**config.mk**
```make
export PLATFORM = sky130hd
export DESIGN_NAME = axi_rab_top
export DESIGN_NICKNAME = d
export VERILOG_FILES = /design/src/hdl/axi_addr_pkg.sv /design/src/hdl/rab_xlate_pkg.sv /design/src/hdl/addr_buffer.sv /design/src/hdl/xlate_channel.sv /design/src/hdl/axi_rab_top.sv
export SDC_FILE = /design/constraint.sdc
export NUM_CORES = 1
export LEC_CHECK = 0
export BUFFER_PORTS_ARGS = -buffer_cell sky130_fd_sc_hd__buf_2
export CAP_MARGIN = 20
export CORE_MARGIN = 1.5
export CORE_UTILIZATION = 45
export CTS_CLUSTER_DIAMETER = 30
export CTS_CLUSTER_SIZE = 24
export DETAILED_ROUTE_END_ITERATION = 10
export GPL_ROUTABILITY_DRIVEN = 0
export GPL_TIMING_DRIVEN = 0
export PLACE_DENSITY_LB_ADDON = 0.1
export SLEW_MARGIN = 5
export SYNTH_ARGS = -nofsm -noshare
export SYNTH_HDL_FRONTEND = slang
export SYNTH_HIERARCHICAL = 1
export SYNTH_SLANG_ARGS = --single-unit
```
**constraint.sdc**
```tcl
create_clock -name s_axi_clk -period 4.5 [get_ports s_axi_clk]
set_input_delay 0.45 -clock s_axi_clk [delete_from_list [all_inputs] [get_ports s_axi_clk]]
set_output_delay 0.45 -clock s_axi_clk [all_outputs]
set_load 0.005 [all_outputs]
```
**src/hdl/axi_addr_pkg.sv**
```systemverilog
// AXI address channel widths and beat layout; widths are fixed here, so the user field is one bit
`default_nettype none

package axi_addr_pkg;

    localparam int ADDR_W = 32;                 // virtual and physical address width
    localparam int ID_W   = 8;                  // transaction id width
    localparam int USER_W = 1;                  // user sideband width

    typedef enum logic [1:0] {
        FIXED = 2'b00,
        INCR  = 2'b01,
        WRAP  = 2'b10
    } axi_burst_e;

    // one address beat as seen on AR or AW, same layout both ways
    typedef struct packed {
        logic [ID_W-1:0]   id;
        logic [ADDR_W-1:0] addr;                // replaced by the physical address on issue
        logic [7:0]        len;                 // beats in the burst minus one
        logic [2:0]        size;                // bytes per beat as a power of two
        axi_burst_e        burst;
        logic [2:0]        prot;
        logic [3:0]        cache;
        logic [USER_W-1:0] user;
        logic              lock;
    } addr_beat_t;

endpackage

`default_nettype wire

```
**src/hdl/rab_xlate_pkg.sv**
```systemverilog
// translation unit request/response layout and channel states; response bit 32 set means drop
`default_nettype none

package rab_xlate_pkg;

    // request to the translation unit, the pad keeps it byte aligned at 56 bits
    typedef struct packed {
        logic [4:0]                      pad;   // always zero
        logic [2:0]                      size;
        logic [7:0]                      len;
        logic [axi_addr_pkg::ID_W-1:0]   id;    // the translation unit uses this as a process id
        logic [axi_addr_pkg::ADDR_W-1:0] vaddr;
    } xlate_req_t;

    // response from the translation unit, 40 bits
    typedef struct packed {
        logic [6:0]                      pad;
        logic                            drop;  // 1 discards the beat, 0 means translation done
        logic [axi_addr_pkg::ADDR_W-1:0] paddr;
    } xlate_resp_t;

    // per channel sequencing of one translation
    typedef enum logic [1:0] {
        IDLE      = 2'd0,                       // waiting for a buffered beat
        REQ       = 2'd1,                       // request valid, waiting for tready
        WAIT_RESP = 2'd2,                       // request taken, waiting for the answer
        ISSUE     = 2'd3                        // translated beat offered downstream
    } chan_state_e;

endpackage

`default_nettype wire

```
**src/hdl/addr_buffer.sv**
```systemverilog
// address beat FIFO; BUF_DEPTH must be a power of two and at least 2, head shows without a pop
`timescale 1ns/1ns
`default_nettype none

module addr_buffer #(
    parameter int BUF_DEPTH = 4
) (
    input  logic                     s_axi_clk,
    input  logic                     s_aresetn,
    input  axi_addr_pkg::addr_beat_t wr_beat,
    input  logic                     wr_en,
    output logic                     full,
    output axi_addr_pkg::addr_beat_t rd_beat,
    input  logic                     rd_en,
    output logic                     empty
);

    localparam int PTR_W = $clog2(BUF_DEPTH);

    axi_addr_pkg::addr_beat_t mem [BUF_DEPTH];

    logic [PTR_W-1:0] wr_ptr;
    logic [PTR_W-1:0] rd_ptr;
    logic [PTR_W:0]   count;                    // one extra bit so full and empty differ
    logic             do_wr;
    logic             do_rd;

    assign full  = (count == (PTR_W+1)'(BUF_DEPTH));
    assign empty = (count == '0);

    assign do_wr = wr_en && !full;              // writes into a full buffer are dropped
    assign do_rd = rd_en && !empty;             // reads from an empty buffer do nothing

    assign rd_beat = mem[rd_ptr];

    always_ff @(posedge s_axi_clk) begin
        if (do_wr) begin
            mem[wr_ptr] <= wr_beat;
        end
    end

    always_ff @(posedge s_axi_clk) begin
        if (!s_aresetn) begin
            wr_ptr <= '0;
            rd_ptr <= '0;
            count  <= '0;
        end else begin
            if (do_wr) begin
                wr_ptr <= wr_ptr + PTR_W'(1);   // wraps on its own since depth is a power of two
            end
            if (do_rd) begin
                rd_ptr <= rd_ptr + PTR_W'(1);
            end
            case ({do_wr, do_rd})
                2'b10:   count <= count + (PTR_W+1)'(1);
                2'b01:   count <= count - (PTR_W+1)'(1);
                default: count <= count;        // both or neither leave occupancy as is
            endcase
        end
    end

endmodule

`default_nettype wire

```
**src/hdl/xlate_channel.sv**
```systemverilog
// one remapping channel; a single translation is in flight and dropped beats vanish silently
`timescale 1ns/1ns
`default_nettype none

module xlate_channel #(
    parameter int BUF_DEPTH = 4
) (
    input  logic                      s_axi_clk,
    input  logic                      s_aresetn,

    // upstream master side
    input  axi_addr_pkg::addr_beat_t  s_beat,
    input  logic                      s_valid,
    output logic                      s_ready,

    // downstream slave side
    output axi_addr_pkg::addr_beat_t  m_beat,
    output logic                      m_valid,
    input  logic                      m_ready,

    // translation unit
    output rab_xlate_pkg::xlate_req_t req,
    output logic                      req_valid,
    input  logic                      req_ready,
    input  rab_xlate_pkg::xlate_resp_t resp,
    input  logic                      resp_valid
);

    rab_xlate_pkg::chan_state_e state;

    axi_addr_pkg::addr_beat_t head;             // oldest buffered beat
    axi_addr_pkg::addr_beat_t issue_q;          // translated beat waiting for the slave
    logic                     buf_full;
    logic                     buf_empty;
    logic                     pop;

    // the head is only released when the answer for it arrives
    assign pop = (state == rab_xlate_pkg::WAIT_RESP) && resp_valid;

    addr_buffer #(
        .BUF_DEPTH (BUF_DEPTH)
    ) u_addr_buffer (
        .s_axi_clk (s_axi_clk),
        .s_aresetn (s_aresetn),
        .wr_beat   (s_beat),
        .wr_en     (s_valid),
        .full      (buf_full),
        .rd_beat   (head),
        .rd_en     (pop),
        .empty     (buf_empty)
    );

    assign s_ready = !buf_full;

    // the head stays put until the pop, so the request can be built straight from it
    always_comb begin
        req.pad   = '0;
        req.size  = head.size;
        req.len   = head.len;
        req.id    = head.id;
        req.vaddr = head.addr;
    end

    assign req_valid = (state == rab_xlate_pkg::REQ);
    assign m_valid   = (state == rab_xlate_pkg::ISSUE);
    assign m_beat    = issue_q;

    always_ff @(posedge s_axi_clk) begin
        if (!s_aresetn) begin
            state <= rab_xlate_pkg::IDLE;
        end else begin
            case (state)
                rab_xlate_pkg::IDLE: begin
                    if (!buf_empty) begin
                        state <= rab_xlate_pkg::REQ;
                    end
                end
                rab_xlate_pkg::REQ: begin
                    if (req_ready) begin
                        state <= rab_xlate_pkg::WAIT_RESP;
                    end
                end
                rab_xlate_pkg::WAIT_RESP: begin
                    if (resp_valid) begin
                        // a drop goes straight back and never reaches the slave
                        state <= resp.drop ? rab_xlate_pkg::IDLE : rab_xlate_pkg::ISSUE;
                    end
                end
                rab_xlate_pkg::ISSUE: begin
                    if (m_ready) begin
                        state <= rab_xlate_pkg::IDLE;
                    end
                end
                default: state <= rab_xlate_pkg::IDLE;
            endcase
        end
    end

    // capture the beat with its physical address on a done answer
    always_ff @(posedge s_axi_clk) begin
        if (pop && !resp.drop) begin
            issue_q      <= head;
            issue_q.addr <= resp.paddr;         // everything else passes through untouched
        end
    end

endmodule

`default_nettype wire

```
**src/hdl/axi_rab_top.sv**
```systemverilog
// RAB top with AR and AW only; translation responses are always accepted, so no response tready
`timescale 1ns/1ns
`default_nettype none

module axi_rab_top #(
    parameter int BUF_DEPTH = 4
) (
    input  logic                       s_axi_clk,
    input  logic                       s_aresetn,

    // read address channel from the master
    input  axi_addr_pkg::addr_beat_t   s_axi_ar,
    input  logic                       s_axi_arvalid,
    output logic                       s_axi_arready,

    // write address channel from the master
    input  axi_addr_pkg::addr_beat_t   s_axi_aw,
    input  logic                       s_axi_awvalid,
    output logic                       s_axi_awready,

    // read address channel to the slave
    output axi_addr_pkg::addr_beat_t   m_axi_ar,
    output logic                       m_axi_arvalid,
    input  logic                       m_axi_arready,

    // write address channel to the slave
    output axi_addr_pkg::addr_beat_t   m_axi_aw,
    output logic                       m_axi_awvalid,
    input  logic                       m_axi_awready,

    // requests to the translation unit
    output rab_xlate_pkg::xlate_req_t  to_mmu_rd_tdata,
    output logic                       to_mmu_rd_tvalid,
    input  logic                       to_mmu_rd_tready,
    output rab_xlate_pkg::xlate_req_t  to_mmu_wr_tdata,
    output logic                       to_mmu_wr_tvalid,
    input  logic                       to_mmu_wr_tready,

    // responses from the translation unit
    input  rab_xlate_pkg::xlate_resp_t from_mmu_rd_tdata,
    input  logic                       from_mmu_rd_tvalid,
    input  rab_xlate_pkg::xlate_resp_t from_mmu_wr_tdata,
    input  logic                       from_mmu_wr_tvalid
);

    // index 0 is the read channel, index 1 the write channel
    axi_addr_pkg::addr_beat_t   s_beat     [2];
    logic                       s_valid    [2];
    logic                       s_ready    [2];
    axi_addr_pkg::addr_beat_t   m_beat     [2];
    logic                       m_valid    [2];
    logic                       m_ready    [2];
    rab_xlate_pkg::xlate_req_t  req        [2];
    logic                       req_valid  [2];
    logic                       req_ready  [2];
    rab_xlate_pkg::xlate_resp_t resp       [2];
    logic                       resp_valid [2];

    assign s_beat[0]     = s_axi_ar;
    assign s_valid[0]    = s_axi_arvalid;
    assign m_ready[0]    = m_axi_arready;
    assign req_ready[0]  = to_mmu_rd_tready;
    assign resp[0]       = from_mmu_rd_tdata;
    assign resp_valid[0] = from_mmu_rd_tvalid;

    assign s_beat[1]     = s_axi_aw;
    assign s_valid[1]    = s_axi_awvalid;
    assign m_ready[1]    = m_axi_awready;
    assign req_ready[1]  = to_mmu_wr_tready;
    assign resp[1]       = from_mmu_wr_tdata;
    assign resp_valid[1] = from_mmu_wr_tvalid;

    assign s_axi_arready    = s_ready[0];
    assign m_axi_ar         = m_beat[0];
    assign m_axi_arvalid    = m_valid[0];
    assign to_mmu_rd_tdata  = req[0];
    assign to_mmu_rd_tvalid = req_valid[0];

    assign s_axi_awready    = s_ready[1];
    assign m_axi_aw         = m_beat[1];
    assign m_axi_awvalid    = m_valid[1];
    assign to_mmu_wr_tdata  = req[1];
    assign to_mmu_wr_tvalid = req_valid[1];

    // the two channels are fully independent copies
    for (genvar i = 0; i < 2; i++) begin : g_chan
        xlate_channel #(
            .BUF_DEPTH  (BUF_DEPTH)
        ) u_xlate_channel (
            .s_axi_clk  (s_axi_clk),
            .s_aresetn  (s_aresetn),
            .s_beat     (s_beat[i]),
            .s_valid    (s_valid[i]),
            .s_ready    (s_ready[i]),
            .m_beat     (m_beat[i]),
            .m_valid    (m_valid[i]),
            .m_ready    (m_ready[i]),
            .req        (req[i]),
            .req_valid  (req_valid[i]),
            .req_ready  (req_ready[i]),
            .resp       (resp[i]),
            .resp_valid (resp_valid[i])
        );
    end

endmodule

`default_nettype wire

```
==> out/results.ini <==
[yosys]
async_flop_share_pct=0
postSynthAreaPerCell_um2=25.0
synth-seq-cells=642
synth_edf_count=620
synth_cells=924
synth_top_area_share_pct=80.7
synth-main-ff-cell=edfxtp_1
synthesis.area_um2=23100
synthDistinctLibCells=32
yosysWarnings=6
yosys.area.top_type=edfxtp_1
ys_seq_area_share_pct=82.6
synthTopCellsByArea=edfxtp_1, mux4_2, dfxtp_1

[sta]
hold_viol_final=0
max_freq_ghz=0.349
rsz0062_at_grt=no
drv_slew=0
fin_skew_ps=17.9
finalSetupViolCount=0
fin_crit_ps=2860
fin_crit_sh_pct=63.6
tightest_slew_ps=799
slew-limit-headroom_pct=46.6

[worst_setup_path]
critical_path_peak_fanout=10
crit_type=reg -> out
r2r-start=g_chan[1].u_xlate_channel/state[1]
path_buf_inv=3
critPathRequiredTime_ps=4050
critical_path.cell_chain=clkbuf_1, buf_2, mux4_2, buf_2
crit_top_cell=buf_2
regToRegSetupSlack_ps=2250
slowest_stage=clkbuf_1
cp.arrival_ps=2410
cp_slowest_stage_delay_ps=430
critical_path.top_delay_family=buffers and inverters
cp-end-kind=output pin
critPathLaunchType=flip-flop
reg2regPathDepth=8

[layout]
areaGrowthSynthToFinish_pct=42.7
ff_latch_area_um2=19100
drive_above_1_share_pct=46.1
final_core_util_pct=65.4
nNetsFinal=1925
multi_input_area_um2=3600
stdcell_area_um2=32900
diodes=0
fillers=3449

[routing]
finalWirelength_um=50000
dr.pass1.iters=4
num_vias=12000
via_per_inst=4.84
dr.first_iter.drc_count=636
ant_nets=0
wl_per_cell_um=20.1
drc=0

[clock_tree]
clock-sinks=642
cts_max_path_buffers=3
cts.repair.resized=0
post_cts_buffers=0
cts_hold_buf=188
numCtsBuffers=134
cts_tree=done
insertion_delay_ps=690
clock-root-buffer=clkbuf_16
clkTransAtPathRegs_ps=40
htreeDepth=4

[pwr]
sw_frac_of_total_pct=20.0
switchingPower_w=0.00353
leakage_nw=11.9
power_frac_comb_pct=4.9
internal-power_w=0.0141
total_power_w=0.0176
seq_power_share_pct=39.2
power_density_nw_per_um2=535
pwr-share-clk_pct=55.9
max-vdd-ir-drop_mv=0.346

[global_route]
overflow=0
grtUsageTotal_pct=19.4
grt_pass1_wl_um=75600
grt_pass1_vias=13000
grt_max_degree=52
antenna_found_initial=2

[hold_path]
min_from=s_aresetn
holdCritPathClass=in -> reg
holdPathStages=3
min_to=g_chan[0].u_xlate_channel/state[1]

[placement]
placed_cell_area_um2=26400
dp_hpwl_um=30400
io_buffers=431

[flow_run]
drv_cap=0

[floorplan]
io_pins=456
dieArea_um2=52700
fp.dieW_um=229
start_util_pct=45.8
core_area_um2=50400
rows=82
die_height_um=229

[outcome]
status=complete, no violations

## worst min-delay path: stages
cell and delay, ps:
buf_2 150, inv_1 60, a311oi_1 40
## layout make-up
cell class | instances | area share [%]
timing repair buffer | 631 | 13.2
clock buffer | 156 | 10.9
clock inverter | 92 | 3.14
sequential | 642 | 57.8
buffer | 42 | 1.28
inverter | 16 | 0.182
tap | 672 | 2.55
multi-input combinational | 232 | 10.9
## cell usage after synthesis (8+ instances only)
cell type  number
and2_1         14
buf_12         12
buf_2          14
buf_4          10
dfxtp_1        22
edfxtp_1      620
ha_1           10
inv_1          14
mux4_2        124
nand2_1        14
nor2b_1         8
o21ai_0        12
## power by group through the flow
stage	clock network [W]	logic (W)	registers, W
after floorplan	0	0.000338	0.00702
after global placement	0	0.000689	0.00704
after detailed placement	0	0.000742	0.00702
after CTS	0.0100	0.000883	0.00692
after global routing	0.0104	0.000939	0.00693
final	0.00985	0.000863	0.00692
## state kept, by name (all words and copies together), names as in the netlist, named ones only
name                                         cells
g_chan.u_xlate_channel/m_beat                  124
g_chan.u_xlate_channel/u_addr_buffer/mem       496
g_chan.u_xlate_channel/state                     4
g_chan.u_xlate_channel/u_addr_buffer/rd_ptr      4
g_chan.u_xlate_channel/u_addr_buffer/wr_ptr      4
g_chan.u_xlate_channel/u_addr_buffer/count       6
## metal layers
metal,GRT usage [%],wire (um)
met1,23.8,20200
met2,31.9,25600
met3,6.49,3200
met4,7.38,947
met5,0,20
## kinds of logic (layout without fill, tap and decap cells)
logic type,after synthesis,count (layout),share of synthesized area [%]
adder cells (fa/ha/maj),12,12,0.716
buffers and inverters,58,937,2.09
AND/OR/NAND/NOR,52,52,1.44
AO/OA/AOI/OAI,24,24,0.629
multiplexers,130,130,12.4
other,2,10,0.0325
XOR/XNOR,4,4,0.152
flip-flops,642,642,82.6
## through the flow
stage	hold WS (ps)	worst slack (ps)	cells	TNS [ps]
detailed placement	484	2200	2047	0
finish	62.7	1640	2483	0
global route	29.7	1490	2483	0
floorplan	456	586	932	0
CTS	12.5	1560	2483	0
global placement	471	-1110	2035	-134400
## layout by cell type (no fill, tap or decap), types with 3 or more instances in the layout
master | Yosys | layout
clkinv_1 | 0 | 22
clkinv_2 | 0 | 26
and2_1 | 14 | 6
clkinv_4 | 0 | 3
nor2b_1 | 8 | 6
buf_4 | 10 | 10
o21ai_0 | 12 | 12
or3_1 | 4 | 4
buf_12 | 12 | 16
buf_16 | 0 | 8
inv_1 | 14 | 14
nand2_1 | 14 | 14
a21boi_1 | 4 | 4
and2_4 | 0 | 8
edfxtp_1 | 620 | 620
clkinvlp_4 | 0 | 13
mux2i_1 | 6 | 6
clkbuf_16 | 0 | 141
inv_6 | 0 | 6
ha_1 | 10 | 10
buf_2 | 14 | 445
conb_1 | 2 | 10
mux4_2 | 124 | 124
clkbuf_1 | 4 | 19
dlygate4sd3_1 | 0 | 188
bufinv_16 | 0 | 20
dfxtp_1 | 22 | 22
## worst max-delay path by stage
stage	from	endpoint	slack (ps)	cells past startpoint
global route	flip-flop	to_mmu_rd_tdata[47]	1490	4
detailed placement	from_mmu_rd_tvalid	flip-flop	2200	9
global placement	from_mmu_rd_tvalid	g_chan[0].u_xlate_channel/m_beat[46]	-1110	3
floorplan	from_mmu_rd_tvalid	g_chan[0].u_xlate_channel/m_beat[0]	590	2
CTS	flip-flop	to_mmu_rd_tdata[47]	1560	4
finish	flip-flop	to_mmu_rd_tdata[47]	1640	4
No activity file was read; power rests on OpenSTA's default activity.
